`config.mk`:
```
export PLATFORM = sky130hd
export DESIGN_NAME = sdio_cmd_top
export DESIGN_NICKNAME = d
export VERILOG_FILES = /design/src/source/sdio_cmd_pkg.sv /design/src/source/sdio_card_state.sv /design/src/source/sdio_cmd_rx.sv /design/src/source/sdio_cmd_top.sv /design/src/source/sdio_crc7.sv /design/src/source/sdio_io_access.sv /design/src/source/sdio_resp_tx.sv
export SDC_FILE = /design/constraint.sdc
export NUM_CORES = 1
export LEC_CHECK = 0
export ABC_AREA = 1
export BUFFER_PORTS_ARGS = -buffer_cell sky130_fd_sc_hd__buf_2
export CORE_UTILIZATION = 35
export CTS_BUF_LIST = sky130_fd_sc_hd__clkbuf_4 sky130_fd_sc_hd__clkbuf_8
export DETAILED_ROUTE_END_ITERATION = 8
export GPL_TIMING_DRIVEN = 0
export PLACE_DENSITY_LB_ADDON = 0.15
export SKIP_LAST_GASP = 1
export SLEW_MARGIN = 0
export SYNTH_ARGS = -nofsm -noshare
export SYNTH_HDL_FRONTEND = slang
export SYNTH_SLANG_ARGS = --single-unit
```
`constraint.sdc`:
```
create_clock -name clk -period 3.2 [get_ports clk]
set_clock_uncertainty 0.15 [all_clocks]
set_input_delay 0.32 -clock clk [delete_from_list [all_inputs] [get_ports clk]]
set_output_delay 0.32 -clock clk [all_outputs]
set_load 0.02 [all_outputs]
```
`src/source/sdio_cmd_pkg.sv`:
```
package sdio_cmd_pkg;

	localparam int CMD_IDX_W      = 6;
	localparam int ARG_W          = 32;
	localparam int CMD_LEN        = 48;  // command and response frames alike
	localparam int RESP_CONTENT_W = 40;  // start, dir, index, payload

	// ----------------------------------------------------------
	// command indices
	// ----------------------------------------------------------
	localparam logic [CMD_IDX_W-1:0] CMD0  = 6'd0;
	localparam logic [CMD_IDX_W-1:0] CMD3  = 6'd3;
	localparam logic [CMD_IDX_W-1:0] CMD5  = 6'd5;
	localparam logic [CMD_IDX_W-1:0] CMD7  = 6'd7;
	localparam logic [CMD_IDX_W-1:0] CMD15 = 6'd15;
	localparam logic [CMD_IDX_W-1:0] CMD52 = 6'd52;
	localparam logic [CMD_IDX_W-1:0] CMD53 = 6'd53;

	// card bus states
	typedef enum logic [2:0] {
		BUS_IDLE     = 3'b000,
		BUS_INIT     = 3'b011,
		BUS_STBY     = 3'b100,
		BUS_CMD      = 3'b101,
		BUS_TXFR     = 3'b110,
		BUS_INACTIVE = 3'b111
	} bus_state_t;

	// CMD52 argument
	typedef struct packed {
		logic        rw;
		logic [2:0]  func;
		logic        raw;       // read after write
		logic        stuff_hi;
		logic [16:0] addr;
		logic        stuff_lo;
		logic [7:0]  wdata;
	} io_rw_arg_t;

	// CMD53 argument
	typedef struct packed {
		logic        rw;
		logic [2:0]  func;
		logic        block_mode;
		logic        op_code;
		logic [16:0] addr;
		logic [8:0]  count;
	} io_ext_arg_t;

	typedef struct packed {
		logic [15:0] rca;
		logic [15:0] stuff;
	} rca_arg_t;

	typedef union packed {
		io_rw_arg_t  io_rw;
		io_ext_arg_t io_ext;
		rca_arg_t    rca_arg;
	} cmd_arg_u;

endpackage

```
`src/source/sdio_card_state.sv`:
```
`timescale 1ns/1ps

module sdio_card_state
	import sdio_cmd_pkg::*;
(
	input  logic                 clk,
	input  logic                 spi_reset,
	input  logic                 cmd_valid,
	input  logic [CMD_IDX_W-1:0] cmd_index,
	input  cmd_arg_u             cmd_arg,
	input  logic [15:0]          rca,
	input  logic [2:0]           max_num_func,
	input  logic                 dat_busy,
	input  logic                 exec_complete,
	input  logic                 cmd52_abort,
	output bus_state_t           bus_state,
	output logic                 resp_req,
	output logic                 func_num_err,
	output logic [1:0]           io_state,
	output logic                 new_rca_req,
	output logic                 cmd53_received,
	output logic                 cmd52_ok
);

	bus_state_t next_state;
	logic       legal;
	logic       has_resp;
	logic       fn_err;
	logic       rca_match;
	logic       is_cmd52;
	logic       is_cmd53;
	logic       cmd_ok;

	assign is_cmd52  = (cmd_index == CMD52);
	assign is_cmd53  = (cmd_index == CMD53);
	assign rca_match = (cmd_arg.rca_arg.rca == rca);
	assign fn_err    = (cmd_arg.io_rw.func > max_num_func);  // CMD53 keeps func at these bits
	assign cmd_ok    = cmd_valid && legal;
	assign cmd52_ok  = cmd_ok && is_cmd52 && !fn_err;  // starts a register access

	// ----------------------------------------------------------
	// legality and next state per command
	// ----------------------------------------------------------
	always_comb
	begin
		legal      = 1'b1;  // unknown indices pass silently
		has_resp   = 1'b0;
		next_state = bus_state;
		case (cmd_index)
			CMD0:  next_state = BUS_IDLE;
			CMD5:
			begin
				legal      = (bus_state == BUS_IDLE) || (bus_state == BUS_INIT);
				has_resp   = 1'b1;
				next_state = BUS_INIT;
			end
			CMD3:
			begin
				legal      = (bus_state == BUS_INIT) || (bus_state == BUS_STBY);
				has_resp   = 1'b1;
				next_state = BUS_STBY;
			end
			CMD7:
			begin
				legal    = (bus_state == BUS_STBY) || (bus_state == BUS_CMD);
				has_resp = 1'b1;
				if (bus_state == BUS_STBY && rca_match)
					next_state = BUS_CMD;
				else if (bus_state == BUS_CMD && !rca_match)
					next_state = BUS_STBY;  // deselected
			end
			CMD15:
			begin
				legal      = (bus_state == BUS_INIT) || (bus_state == BUS_STBY) ||
				             (bus_state == BUS_CMD);
				next_state = BUS_INACTIVE;
			end
			CMD52:
			begin
				legal    = (bus_state == BUS_CMD) || (bus_state == BUS_TXFR);
				has_resp = 1'b1;
			end
			CMD53:
			begin
				legal    = (bus_state == BUS_CMD);
				has_resp = 1'b1;
				if (!fn_err)
					next_state = BUS_TXFR;
			end
			default: ;
		endcase
	end

	always_ff @(posedge clk or posedge spi_reset)
	begin
		if (spi_reset)
		begin
			bus_state      <= BUS_IDLE;
			resp_req       <= 1'b0;
			func_num_err   <= 1'b0;
			io_state       <= 2'd0;
			new_rca_req    <= 1'b0;
			cmd53_received <= 1'b0;
		end
		else
		begin
			resp_req       <= cmd_ok && has_resp;
			new_rca_req    <= cmd_ok && (cmd_index == CMD3);
			cmd53_received <= cmd_ok && is_cmd53 && !fn_err;
			if (cmd_ok)
			begin
				bus_state <= next_state;
				if (is_cmd52 || is_cmd53)
					func_num_err <= fn_err;
			end
			else if (bus_state == BUS_TXFR && (exec_complete || cmd52_abort))
				bus_state <= BUS_CMD;

			if (bus_state == BUS_CMD || bus_state == BUS_TXFR)
				io_state <= dat_busy ? 2'd2 : 2'd1;  // 2 while dat lines busy
			else
				io_state <= 2'd0;
		end
	end

endmodule

```
`src/source/sdio_cmd_rx.sv`:
```
`timescale 1ns/1ps

module sdio_cmd_rx
	import sdio_cmd_pkg::*;
(
	input  logic                 clk,
	input  logic                 spi_reset,
	input  logic                 cmd_in,
	input  logic                 cmd_oe,
	input  logic                 resp_done,
	output logic                 cmd_valid,
	output logic [CMD_IDX_W-1:0] cmd_index,
	output cmd_arg_u             cmd_arg,
	output logic                 crc_bad,
	output logic                 rx_busy
);

	localparam int SHIFT_W   = CMD_IDX_W + ARG_W + 1;  // dir bit, index, argument
	localparam int CRC_FIRST = SHIFT_W + 1;
	localparam int END_BIT   = CMD_LEN - 1;

	logic               cmd_in_q;
	logic [5:0]         bit_cnt;   // frame position of cmd_in_q
	logic [SHIFT_W-1:0] shift_q;
	logic               crc_mis;
	logic               frame_end;
	logic               frame_ok;
	logic               frame_crc_err;
	logic               start_det;
	logic               in_header;
	logic               in_crc;
	logic               crc_dout;

	assign start_det = !rx_busy && !cmd_in_q && !cmd_oe;
	assign in_header = rx_busy && (bit_cnt < 6'(CRC_FIRST));
	assign in_crc    = rx_busy && (bit_cnt >= 6'(CRC_FIRST)) && (bit_cnt < 6'(END_BIT));

	// the start bit is a zero into a cleared register, so it is skipped
	sdio_crc7 i_crc7 (
		.clk       (clk),
		.spi_reset (spi_reset),
		.clear     (!rx_busy),
		.gen_en    (in_header),
		.out_en    (in_crc),
		.din       (cmd_in_q),
		.dout      (crc_dout)
	);

	// ----------------------------------------------------------
	// frame counter and checks
	// ----------------------------------------------------------
	always_ff @(posedge clk or posedge spi_reset)
	begin
		if (spi_reset)
		begin
			cmd_in_q      <= 1'b1;
			rx_busy       <= 1'b0;
			bit_cnt       <= 6'd0;
			crc_mis       <= 1'b0;
			frame_end     <= 1'b0;
			frame_ok      <= 1'b0;
			frame_crc_err <= 1'b0;
		end
		else
		begin
			cmd_in_q  <= cmd_in;
			frame_end <= 1'b0;
			if (start_det)
			begin
				rx_busy <= 1'b1;
				bit_cnt <= 6'd1;
				crc_mis <= 1'b0;
			end
			else if (rx_busy)
			begin
				bit_cnt <= bit_cnt + 6'd1;
				if (in_crc && (cmd_in_q != crc_dout))
					crc_mis <= 1'b1;
				if (bit_cnt == 6'(END_BIT))
				begin
					rx_busy       <= 1'b0;
					frame_end     <= 1'b1;
					frame_crc_err <= crc_mis;
					// good crc, end bit 1, host direction
					frame_ok      <= !crc_mis && cmd_in_q && shift_q[SHIFT_W-1];
				end
			end
		end
	end

	always_ff @(posedge clk)
	begin
		if (in_header)
			shift_q <= {shift_q[SHIFT_W-2:0], cmd_in_q};
	end

	always_ff @(posedge clk or posedge spi_reset)
	begin
		if (spi_reset)
		begin
			cmd_valid <= 1'b0;
			crc_bad   <= 1'b0;
		end
		else
		begin
			cmd_valid <= frame_end && frame_ok;
			if (frame_end && frame_crc_err)
				crc_bad <= 1'b1;
			else if (resp_done)
				crc_bad <= 1'b0;  // reported once
		end
	end

	// held until the next good frame
	always_ff @(posedge clk)
	begin
		if (frame_end && frame_ok)
		begin
			cmd_index <= shift_q[SHIFT_W-2 -: CMD_IDX_W];
			cmd_arg   <= shift_q[ARG_W-1:0];
		end
	end

endmodule

```
`src/source/sdio_cmd_top.sv`:
```
`timescale 1ns/1ps

module sdio_cmd_top
	import sdio_cmd_pkg::*;
#(
	parameter int NCR_CYCLES = 2
)
(
	input  logic        clk,
	input  logic        spi_reset,
	input  logic        cmd_in,
	output logic        cmd_out,
	output logic        cmd_oe,
	input  logic [15:0] rca,
	input  logic [23:0] ocr,
	input  logic [2:0]  max_num_func,
	input  logic [7:0]  reg_rdata,
	input  logic        dat_busy,
	input  logic        exec_complete,
	input  logic        cmd52_abort,
	output logic        reg_write,
	output logic        reg_read,
	output logic [16:0] reg_addr,
	output logic [2:0]  reg_func,
	output logic [7:0]  reg_wdata,
	output logic        new_rca_req,
	output logic        cmd53_received,
	output bus_state_t  bus_state
);

	logic                 cmd_valid;
	logic [CMD_IDX_W-1:0] cmd_index;
	cmd_arg_u             cmd_arg;
	logic                 crc_bad;
	logic                 rx_busy;
	logic                 resp_done;
	logic                 resp_req;
	logic                 func_num_err;
	logic [1:0]           io_state;
	logic                 cmd52_ok;
	logic [7:0]           r5_data;

	sdio_cmd_rx i_cmd_rx (
		.clk (clk), .spi_reset (spi_reset), .cmd_in (cmd_in), .cmd_oe (cmd_oe),
		.resp_done (resp_done), .cmd_valid (cmd_valid), .cmd_index (cmd_index),
		.cmd_arg (cmd_arg), .crc_bad (crc_bad), .rx_busy (rx_busy)
	);

	sdio_card_state i_card_state (
		.clk (clk), .spi_reset (spi_reset), .cmd_valid (cmd_valid), .cmd_index (cmd_index),
		.cmd_arg (cmd_arg), .rca (rca), .max_num_func (max_num_func), .dat_busy (dat_busy),
		.exec_complete (exec_complete), .cmd52_abort (cmd52_abort), .bus_state (bus_state),
		.resp_req (resp_req), .func_num_err (func_num_err), .io_state (io_state),
		.new_rca_req (new_rca_req), .cmd53_received (cmd53_received), .cmd52_ok (cmd52_ok)
	);

	sdio_io_access i_io_access (
		.clk (clk), .spi_reset (spi_reset), .cmd52_ok (cmd52_ok), .cmd_arg (cmd_arg),
		.reg_rdata (reg_rdata), .reg_write (reg_write), .reg_read (reg_read),
		.reg_addr (reg_addr), .reg_func (reg_func), .reg_wdata (reg_wdata), .r5_data (r5_data)
	);

	sdio_resp_tx #(.NCR_CYCLES (NCR_CYCLES)) i_resp_tx (
		.clk (clk), .spi_reset (spi_reset), .resp_req (resp_req), .cmd_index (cmd_index),
		.cmd_arg (cmd_arg), .func_num_err (func_num_err), .io_state (io_state),
		.crc_bad (crc_bad), .r5_data (r5_data), .rca (rca), .ocr (ocr),
		.max_num_func (max_num_func), .cmd_out (cmd_out), .cmd_oe (cmd_oe),
		.resp_done (resp_done)
	);

endmodule

```
`src/source/sdio_crc7.sv`:
```
`timescale 1ns/1ps

module sdio_crc7 (
	input  logic clk,
	input  logic spi_reset,
	input  logic clear,
	input  logic gen_en,
	input  logic out_en,
	input  logic din,
	output logic dout
);

	logic [6:0] crc;
	logic       fb;

	assign fb   = din ^ crc[6];
	assign dout = crc[6];  // remainder leaves msb first

	// x^7 + x^3 + 1
	always_ff @(posedge clk or posedge spi_reset)
	begin
		if (spi_reset)
			crc <= 7'h00;
		else if (clear)
			crc <= 7'h00;
		else if (gen_en)
			crc <= {crc[5:3], crc[2] ^ fb, crc[1:0], fb};
		else if (out_en)
			crc <= {crc[5:0], 1'b0};
	end

endmodule

```
`src/source/sdio_io_access.sv`:
```
`timescale 1ns/1ps

module sdio_io_access
	import sdio_cmd_pkg::*;
(
	input  logic        clk,
	input  logic        spi_reset,
	input  logic        cmd52_ok,
	input  cmd_arg_u    cmd_arg,
	input  logic [7:0]  reg_rdata,
	output logic        reg_write,
	output logic        reg_read,
	output logic [16:0] reg_addr,
	output logic [2:0]  reg_func,
	output logic [7:0]  reg_wdata,
	output logic [7:0]  r5_data
);

	logic read_pend;
	logic echo_wdata;

	// ----------------------------------------------------------
	// strobes: write first, read one cycle later
	// ----------------------------------------------------------
	always_ff @(posedge clk or posedge spi_reset)
	begin
		if (spi_reset)
		begin
			reg_write <= 1'b0;
			read_pend <= 1'b0;
			reg_read  <= 1'b0;
		end
		else
		begin
			reg_write <= cmd52_ok && cmd_arg.io_rw.rw;
			read_pend <= cmd52_ok;
			reg_read  <= read_pend;  // every access reads back
		end
	end

	// address and data held for the register side
	always_ff @(posedge clk)
	begin
		if (cmd52_ok)
		begin
			reg_addr   <= cmd_arg.io_rw.addr;
			reg_func   <= cmd_arg.io_rw.func;
			reg_wdata  <= cmd_arg.io_rw.wdata;
			echo_wdata <= cmd_arg.io_rw.rw && !cmd_arg.io_rw.raw;
			r5_data    <= cmd_arg.io_rw.wdata;
		end
		else if (reg_read && !echo_wdata)
			r5_data <= reg_rdata;  // read, or write with read after write
	end

endmodule

```
`src/source/sdio_resp_tx.sv`:
```
`timescale 1ns/1ps

module sdio_resp_tx
	import sdio_cmd_pkg::*;
#(
	parameter int NCR_CYCLES = 2  // at least two
)
(
	input  logic                 clk,
	input  logic                 spi_reset,
	input  logic                 resp_req,
	input  logic [CMD_IDX_W-1:0] cmd_index,
	input  cmd_arg_u             cmd_arg,
	input  logic                 func_num_err,
	input  logic [1:0]           io_state,
	input  logic                 crc_bad,
	input  logic [7:0]           r5_data,
	input  logic [15:0]          rca,
	input  logic [23:0]          ocr,
	input  logic [2:0]           max_num_func,
	output logic                 cmd_out,
	output logic                 cmd_oe,
	output logic                 resp_done
);

	localparam int NCR_W   = $clog2(NCR_CYCLES) + 1;
	localparam int END_BIT = CMD_LEN - 1;

	logic [RESP_CONTENT_W-1:0] content;
	logic [31:0]               r1b_status;
	logic [7:0]                r5_flags;
	logic [7:0]                r5_field;
	logic                      pending;
	logic [NCR_W-1:0]          ncr_cnt;
	logic [5:0]                bit_cnt;  // next frame bit to drive
	logic                      start;
	logic                      drive;
	logic [5:0]                idx;
	logic                      tx_bit;
	logic                      crc_dout;

	assign r1b_status = {8'h00, crc_bad, 10'b0, 4'hf, 9'b0};
	assign r5_flags   = {crc_bad, 1'b0, io_state, 2'b00, func_num_err, 1'b0};
	// no access was made for an out-of-range function, so no data
	assign r5_field   = (cmd_index == CMD52 && cmd_arg.io_rw.func <= max_num_func) ?
	                    r5_data : 8'h00;

	// ----------------------------------------------------------
	// response content ahead of the crc
	// ----------------------------------------------------------
	always_comb
	begin
		case (cmd_index)
			CMD5:    content = {2'b00, 6'b111111, 1'b1, max_num_func, 1'b0, 3'b000, ocr};  // R4
			CMD3:    content = {2'b00, CMD3, rca, crc_bad, 15'b0};                         // R6
			CMD7:    content = {2'b00, CMD7, r1b_status};                                   // R1b
			default: content = {2'b00, cmd_index, 16'h0000, r5_flags, r5_field};            // R5
		endcase
	end

	assign start = pending && (ncr_cnt == NCR_W'(NCR_CYCLES - 1));
	assign drive = start || (cmd_oe && bit_cnt < 6'(CMD_LEN));
	assign idx   = start ? 6'd0 : bit_cnt;

	always_comb
	begin
		if (idx < 6'(RESP_CONTENT_W))
			tx_bit = content[6'(RESP_CONTENT_W - 1) - idx];
		else if (idx < 6'(END_BIT))
			tx_bit = crc_dout;
		else
			tx_bit = 1'b1;  // end bit
	end

	sdio_crc7 i_crc7 (
		.clk       (clk),
		.spi_reset (spi_reset),
		.clear     (!drive),
		.gen_en    (drive && idx < 6'(RESP_CONTENT_W)),
		.out_en    (drive && idx >= 6'(RESP_CONTENT_W) && idx < 6'(END_BIT)),
		.din       (tx_bit),
		.dout      (crc_dout)
	);

	always_ff @(posedge clk or posedge spi_reset)
	begin
		if (spi_reset)
		begin
			pending   <= 1'b0;
			ncr_cnt   <= '0;
			cmd_oe    <= 1'b0;
			cmd_out   <= 1'b1;
			bit_cnt   <= 6'd0;
			resp_done <= 1'b0;
		end
		else
		begin
			resp_done <= 1'b0;
			if (resp_req)
			begin
				pending <= 1'b1;
				ncr_cnt <= NCR_W'(1);
			end
			else if (start)
				pending <= 1'b0;
			else if (pending)
				ncr_cnt <= ncr_cnt + 1'b1;

			if (start)
			begin
				cmd_oe  <= 1'b1;
				cmd_out <= tx_bit;
				bit_cnt <= 6'd1;
			end
			else if (drive)
			begin
				cmd_out   <= tx_bit;
				bit_cnt   <= bit_cnt + 6'd1;
				resp_done <= (bit_cnt == 6'(END_BIT));
			end
			else if (cmd_oe)
			begin
				cmd_oe  <= 1'b0;  // line back to the host
				cmd_out <= 1'b1;
			end
		end
	end

endmodule
```
# == After elaboration in Yosys (flattened, before gate mapping) ==
# Index checks and enable logic that the tools add are counted.
# W data, S select, Z words.
# word_totals
elab_cells,189
register_bits,166
input_bits,57
# classes
n_addsub,4
order_cmp,10
muxes,52
eq_ne,22
bitwise_logic,5
n_reduce_logical,62
# ops
operator,n
$pmux W38 S3,1
$mux W7,6
$lt A6 B6 Y1 const B,5
$mux W6,5
$logic_and A1 B1 Y1,29
$eq A6 B6 Y1 const B,4
$mux W1,24
$mux W8,3
$pmux W3 S6,1
$eq A16 B16 Y1,1
$reduce_bool A2 Y1,8
$mux W3,5
$add A6 B1 Y6 const B,2
$eq A6 B3 Y1 const B,2
$ge A6 B6 Y1 const B,2
$mux W2,5
$eq A3 B3 Y1 const B,3
$ne A3 B3 Y1 const B,3
$logic_not A1 Y1,8
$logic_or A1 B1 Y1,8
$lt A6 B7 Y1 const B,1
$ne A7 B6 Y1 const B,1
$bmux W1 S6,1
$eq A6 B2 Y1 const B,1
other kinds (21),26

# == Logic depth before layout (Yosys ltp) ==
# Gate-level depths: netlist of the first run.
# logic_depth
depth_word,11
depth_mapped,21

# == By module ==
# From an unflattened synthesis of the first run, not the netlist that was laid out.
# unflattened
cells_unflattened,782
hier_area_um2,7701.1
# by_module_without_submodules
mod,seq_area_each_um2,instances,area_per_inst_um2,cells_per_inst
sdio_cmd_rx,2663.8,1,2994.1,158
sdio_resp_tx,301.5,1,1630.3,283
sdio_io_access,1186.1,1,1328.8,74
sdio_card_state,225.2,1,1099.8,195
sdio_crc7,175.2,2,324.1,36

# == Worst setup path after synthesis of the first run ==
# Ideal clock, no wire load.
# synth_path
path_kind,reg-to-reg
start,register i_cmd_rx.bit_cnt[3]
end,register i_cmd_rx.i_crc7.crc[3]
path_buffers,0
setup_ns,0.125
arrival_time_ns,2.976
t_required_ns,2.925
stages_incl_launch_ff,8
path_slack_ns,-0.051
cell_sequence,dfrtp_1 -> nor2_1 -> nor2_1 -> nor2_1 -> nand2_1 -> o21ai_0 -> a21oi_1 -> mux2_2
# synth_via
elab_chain_len,4
elab_cells_between_ends,9
# synth_rtl
item,line,text
"start, declared",sdio_cmd_rx.sv:23,logic [5:0] bit_cnt;
"start signal, assigned",sdio_cmd_rx.sv:76,bit_cnt <= bit_cnt + 6'd1;
$lt A6 B6 Y1 *,sdio_cmd_rx.sv:35,assign in_header = rx_busy && (bit_cnt < 6'(CRC_FIRST));
$logic_and A1 B1 Y1 *,sdio_cmd_rx.sv:35,
net i_cmd_rx.i_crc7.gen_en,sdio_crc7.sv:7,"input logic gen_en,"
$mux W7,sdio_crc7.sv:26,else if (gen_en)
$mux W7,sdio_crc7.sv:24,else if (clear)
"end signal, assigned",sdio_crc7.sv:27,"crc <= {crc[5:3], crc[2] ^ fb, crc[1:0], fb};"
"end signal, assigned",sdio_crc7.sv:29,"crc <= {crc[5:0], 1'b0};"
"end, declared",sdio_crc7.sv:13,logic [6:0] crc;
# The timed path passes the listed nets; every way through them passes the cells marked *.
# A chain may end at the register's enable or synchronous reset.

# == Worst setup path in the final report of the first run ==
# layout_path
start,register i_cmd_rx.cmd_arg[30] (netlist name)
end,"register i_io_access.reg_addr[7], enable pin"
# layout_via
elab_chain_len,3
# layout_rtl
item,line,text
"start, declared",sdio_cmd_rx.sv:13,"output cmd_arg_u cmd_arg,"
"start signal, assigned",sdio_cmd_rx.sv:120,cmd_arg <= shift_q[ARG_W-1:0];
$gt A3 B3 Y1,sdio_card_state.sv:37,assign fn_err = (cmd_arg.io_rw.func > max_num_func);
$logic_not A1 Y1,sdio_card_state.sv:39,assign cmd52_ok = cmd_ok && is_cmd52 && !fn_err;
$logic_and A1 B1 Y1,sdio_card_state.sv:39,
"end signal, assigned",sdio_io_access.sv:46,reg_addr <= cmd_arg.io_rw.addr;
"end, declared",sdio_io_access.sv:13,"output logic [16:0] reg_addr,"
# No other way between the ends.

==> impl_results.md, run 1 <==
- Comb pwr share: 12.7%
- Static Leak: 0.00364 uW
- CP Cell Sequence: ha_1 -> a21oi_1 -> nand2_1 -> nand2_1 -> clkbuf_1 -> nand2_1 -> nor2_2
- Startpoint types: flip-flop
- Total number of yosys warnings: 0
- Count of pins over their slew limit: 0
- # nets final: about 850
- Post-synth EDFFs: 113
- Fraction of registers with async set/reset: 31.5%
- DRC Markers: 0
- Ant diodes: 0
- Detailed Route WL: 17.7 mm
- H-tree levels: 4
- Vias: 5226
- Worst-margin pin slew: ~900 ps
- Detail Route Antenna Nets: 0
- Worst hold path type: flip-flop to flip-flop
- Port Buffer Count: 93
- Path depth of the worst reg2reg path: 7
- Crit path max-delay family: simple AND/OR/NAND/NOR gates
- WP data required: 3170 ps
- Pint: 3730 uW
- Pre-CTS setup slack: -791 ps
- CP Class: flip-flop to flip-flop
- Final setup margin: 261 ps
- Status: completed
- Clock-pin slew on the worst setup and hold paths: 100 ps
- Most used cell, CP: nand2_1
- Antenna violations before repair: 0
- Tmin final: 2940 ps
- Commonest cells post-synth: 127 x nand2_1, 113 x edfxtp_1, 73 x inv_1
- IO Pins: 94
- RSZ-0062 raised after global routing: no
- Largest area contributor in the netlist: edfxtp_1
- CP Launch Point: i_cmd_rx.cmd_arg[30]
- Core area: 19700 sq um
- Final Cycle Share: 91.8%
- Syn_nets: 723
- Crit-path max cell delay: slightly below 600 ps
- Placer congestion estimate: approximately 0.95
- Wirelength per Cell: 16.6 microns
- Final setup violation count: 0
- Seq cells post-synth: 165
- Maxcap violations: 0
- Mapped cell area: 7150 sq um
- Die height: 145 microns
- Total CTS buffers: 17
- Share of cells above drive strength 1: 22.0%
- Remaining Overflow, GRT: 0
- Total GRT Usage: ~18%
- Clk pwr share: 28.4%
- Max VDD drop: 0.292 mV
- Row cnt: 51
- Sequential Power Share: ~59%
- Critical path fanouts, max: 10
- Yosys top cell area share: 47.5%
- Final Hold Vio Count: 0
- Switching share of power: 30.0%
- Worst skew pair latency: about 480 ps
- Final hold slack: 226 ps
- Arr. time, crit path: 2900 ps
- Cell variety after synth: 44
- Root Driver: clkbuf_8
- Power per cell area: 624 nW/um^2
- Area delta synth->final: 19.5%
- FF-to-FF End: i_io_access.reg_addr[7]
- Post-synthesis sequential area ratio: around two thirds
- NetSw: 1600 uW
- DRT iter0 DRCs: between 300 and 400
- Count leader, synth: nand2_1
- Max Fclk: 340 MHz
- Initial Utilization: 36.3%
- Mapped Cells: 658
- Die area: 21000 sq um
- Crit-path slowest cell: nor2_2
- First-pass GRT wire length: ~28 mm
- Cells after DPL: 1018
- Largest net degree at the start of global routing: 39
- Post-Layout Cell Count: 1064
- Rel. slew slack: 39.7%
- Worst Setup EP: i_io_access.reg_addr[7]
- Critical Path Stages: 7
- Tot Pwr: 5340 uW
- CTS Sinks: 165
- Vias in the first global route: 5202
- Buf+Inv Stages, Crit Path: 1
- Routed vias/inst: just under 5
- Die span in x: 145 microns
- Hpwl dp: 12.3 mm
- Ranking of synthesized cells by area: edfxtp_1 47%, dfrtp_1 17%, nand2_1 6.7%
- Filler cell count: 1899
- Crit end category: flip-flop
- Clock buffer depth: 2
- R2R setup slack: 260 ps
- Prevailing post-synth register cell: edfxtp_1
- CTS tree: yes
- Avg Cell Area, Syn: 10.9 sq um
- DR pass1 iterations: 5
- RR Startpoint: i_cmd_rx.cmd_arg[30]
-- power by group through the flow --
stage                     Sequential [uW]  Combinational [uW]  Clock (uW)
after floorplan                      3110                 418           0
after global placement               3180                 602           0
after detailed placement             3180                 679           0
after CTS                            3140                 684        1560
after global routing                 3210                 770        1650
final                                3140                 679        1520
-- area by class of cell --
class / instances / area (sq um) / share of cell area [%]
inverter: 79 / 297 / 3.47
tap: 265 / 332 / 3.88
clock buffer: 17 / 234 / 2.74
sequential: 165 / 4700 / 55.0
timing repair buffer: 107 / 623 / 7.29
clock inverter: 15 / 179 / 2.09
buffer: 14 / 87.6 / 1.02
multi-input combinational: 402 / 2100 / 24.5
-- cells by family after synthesis --
group,Yosys count,share of synthesized area [%]
mux,1,0.157
fa+ha+maj,8,1.40
simple gates,299,19.4
xor+xnor,18,2.20
buf+inv,93,5.37
compound gates,74,5.79
flops,165,65.7
-- registers in the layout, summed over array words and instances, names as in the netlist, 2 cells and up --
| signal | count |
|---|---|
| i_cmd_rx.shift_q | 39 |
| i_io_access.reg_wdata | 8 |
| i_resp_tx.ncr_cnt | 2 |
| i_cmd_rx.cmd_arg | 31 |
| i_resp_tx.i_crc7.crc | 7 |
| i_cmd_rx.cmd_index | 6 |
| i_card_state.bus_state | 3 |
| i_io_access.r5_data | 8 |
| i_resp_tx.bit_cnt | 6 |
| i_cmd_rx.i_crc7.crc | 7 |
| i_io_access.reg_func | 3 |
| i_io_access.reg_addr | 17 |
| i_card_state.io_state | 2 |
| i_cmd_rx.bit_cnt | 6 |
-- timing repair --
item | 4_1_cts | 5_1_grt
pin swaps | 1 | 0
setup endpoints to repair | 28 | 8
hold buffers | 11 | 0
gates resized for setup | 2 | 1
gates cloned | 2 | 0
hold endpoints to repair | 34 | 0
setup buffers | 1 | 0
-- worst min path at each step --
stage                           end  slack (ps)  cells after the start             startpoint
2_1_floorplan     i_cmd_rx.cmd_in_q         170                      0                 cmd_in
3_5_place_dp   i_io_access.reg_read         210                      0  i_io_access.read_pend
4_1_cts        i_io_access.reg_read         230                      0  i_io_access.read_pend
5_1_grt        i_io_access.reg_read         250                      0  i_io_access.read_pend
6_report       i_io_access.reg_read         230                      0  i_io_access.read_pend
3_3_place_gp   i_io_access.reg_read         190                      0  i_io_access.read_pend
-- layout by cell type (no fill, tap or decap), types with 17 or more instances in the layout --
cell,synthesis,routed
nor2_1,52,51
nand2_1,127,127
nand3_1,62,62
buf_2,7,100
o21ai_0,35,34
a21oi_1,22,22
edfxtp_1,113,113
dfrtp_1,50,50
clkbuf_8,0,17
xor2_1,18,18
inv_1,73,71
-- through the flow --
stage               cell area (sq um)  TNS [ps]  util (%)
floorplan                        7150         0         -
global placement                 7950     -7570      40.3
detailed placement               8000     -9850      40.5
CTS                              8540         0      43.3
global route                     8550         0      43.3
finish                           8550         0      43.3
-- metal layers --
layer	wire length, microns	vias to the layer above	part of all wire, %	global-route usage [%]
li1	-	2497	-	-
met4	386	0	2.2	6.97
met3	1100	28	6.2	3.84
met2	8060	187	46	27.7
met5	0	-	0	0
met1	8120	2514	46	23.6
(Power assumes the default switching activity.)
==> inputs of run 2 (changes only) <==
==> constraint.sdc (replaced) <==
create_clock -name clk -period 2.68 [get_ports clk]
set_clock_uncertainty 0.15 [all_clocks]
set_input_delay 0.268 -clock clk [delete_from_list [all_inputs] [get_ports clk]]
set_output_delay 0.268 -clock clk [all_outputs]
set_load 0.02 [all_outputs]
==> run 2 against run 1 <==
Compared with the run above:
- first-iteration DRC count grew 1.7%
- power is 21% higher
- cell count increased by 2.7%
- die area unchanged
- via count rose by 2.0%
==> impl_results.md, run 2 (synthesis results as in run 1) <==
- Worst hold path type: flip-flop to flip-flop
- First-pass GRT wire length: 28.0 mm
- Power per cell area: just over 700 nW/um^2
- Total CTS buffers: 17
- Die height: 145 microns
- Detail Route Antenna Nets: 0
- Vias in the first global route: slightly above 5k
- Detailed Route WL: 18.3 mm
- Hpwl dp: ~12 mm
- Area delta synth->final: 26.0%
- Row cnt: a little over 50
- Routed vias/inst: 4.87
- Count of pins over their slew limit: 0
- Worst skew pair latency: 450 ps
- Most common cell after layout, fill and taps aside: nand2_1
- Final setup violation count: 0
- Critical path fanouts, max: 10
- # nets final: 880
- Pre-CTS setup slack: -826 ps
- Status: completed
- Clock-pin slew on the worst setup and hold paths: 100 ps
- Final core utilization: a little under half
- Worst-margin pin slew: 897 ps
- Die area: 21000 sq um
- Maxcap violations: 0
- Port Buffer Count: between 90 and 100
- Largest registers: i_cmd_rx.shift_q: 39 flops, i_cmd_rx.cmd_arg: 31 flops, i_io_access.reg_addr: 17 flops
- CTS Sinks: 165
- Die span in x: 145 microns
- Biggest register: i_cmd_rx.shift_q
- DRC Markers: 0
- Tmin final: roughly 2600 ps
- Final Hold Vio Count: 0
- Max reg flops: 39
- CTS tree: yes
- CP Class: flip-flop to flip-flop
- Max VDD drop: 0.566 mV
- Final Cycle Share: between 90 and 100%
- Startpoint types: flip-flop
- DR pass1 iterations: 7
- Share of cells above drive strength 1: 27.1%
- Placer congestion estimate: just over 0.9
- IO Pins: 94
- Final setup margin: 49.6 ps
- Total GRT Usage: 17.4%
- Arr. time, crit path: 2580 ps
- Antenna violations before repair: 0
- H-tree levels: 4
- Filler cell count: 1854
- Remaining Overflow, GRT: 0
- Vias: 5328
- Root Driver: clkbuf_8
- RSZ-0062 raised after global routing: yes
- Crit end category: flip-flop
- Final hold slack: roughly 210 ps
- Largest net degree at the start of global routing: 39
- WP data required: 2630 ps
- Max Fclk: 380 MHz
- Initial Utilization: 36.3%
- Core area: ~20000 sq um
- Most frequent cells in the layout: 124 x nand2_1, 113 x edfxtp_1, 96 x buf_2, 69 x inv_1, 62 x nand3_1
- Wirelength per Cell: between 15 and 20 microns
- Ant diodes: 0
- Rel. slew slack: 40.1%
- Static Leak: 0.00383 uW
- DRT iter0 DRCs: 361
- Clock buffer depth: 2
run 2: cell count changes in the layout (fill, tap and decap cells not counted), sizes merged:
cell,previous run,this run
buf,107,135
bufinv,0,1
clkbuf,20,21
clkinv,8,7
clkinvlp,1,2
inv,85,84
run 2: per-stage QoR:
step | instance area (sq um) | total power, uW | instances | setup TNS (ps)
after floorplan | 7180 | 4220 | 658 | -475
after global placement | 7970 | 4520 | 1016 | -30970
after detailed placement | 8020 | 4610 | 1018 | -28280
after CTS | 8670 | 6510 | 1067 | 0
after global routing | 9010 | 6770 | 1093 | -570
final | 9010 | 6440 | 1093 | 0
run 2: what timing repair did:
action / CTS / global route
gates resized for setup: 11 / 34
pin swaps: 3 / 7
endpoints found under the hold margin: 32 / 0
endpoints found under the setup margin: 50 / 40
gates cloned: 2 / 0
setup buffers: 4 / 26
hold buffers: 11 / 0
run 2: cell type report:
cell class                      count  area, sq um  share of cell area [%]
Clock inverter                     15          204                    2.26
Timing Repair Buffer              136          876                    9.72
Tap cell                          265          332                    3.68
Inverter                           79          305                    3.39
Clock buffer                       17          234                    2.60
Sequential cell                   165         4700                    52.2
Buffer                             14          123                    1.36
Multi-Input combinational cell    402         2240                    24.8
run 2: power by group:
part / leakage, uW / switching [uW] / internal, uW
registers: 0.00174 / 288 / 3460
clock network: 0.000214 / 1070 / 807
logic: 0.00188 / 529 / 291
run 2: final timing paths:
kind	start	endpoint	slack, ps	cells past startpoint
setup reg to reg	i_cmd_rx.cmd_index[2]	i_io_access.reg_addr[4]	50	11
setup / recovery	i_cmd_rx.cmd_index[2]	i_io_access.reg_addr[4]	50	11
hold / removal	i_io_access.read_pend	i_io_access.reg_read	210	0
hold reg to reg	i_io_access.read_pend	i_io_access.reg_read	210	0
max in group asynchronous	spi_reset	i_resp_tx.cmd_out	1500	4
min in group asynchronous	spi_reset	i_cmd_rx.bit_cnt[4]	250	3
run 2: worst max-delay path, cell delays in order (launching register included):
cell and delay [ps]:
edfxtp_1 460, inv_2 100, nor2_4 190, nand2_4 100
nor2_4 160, nor2_1 100, a211oi_2 170, a211oi_1 60
nand4_1 140, nand2_4 120, buf_12 150, nor2_4 370
run 2: per-layer routing:
layer / wire, microns / global-route usage (%)
met5: 0 / 0
met4: 311 / 5.69
met2: 8670 / 27.4
met1: 8090 / 23.4
met3: 1180 / 4.34
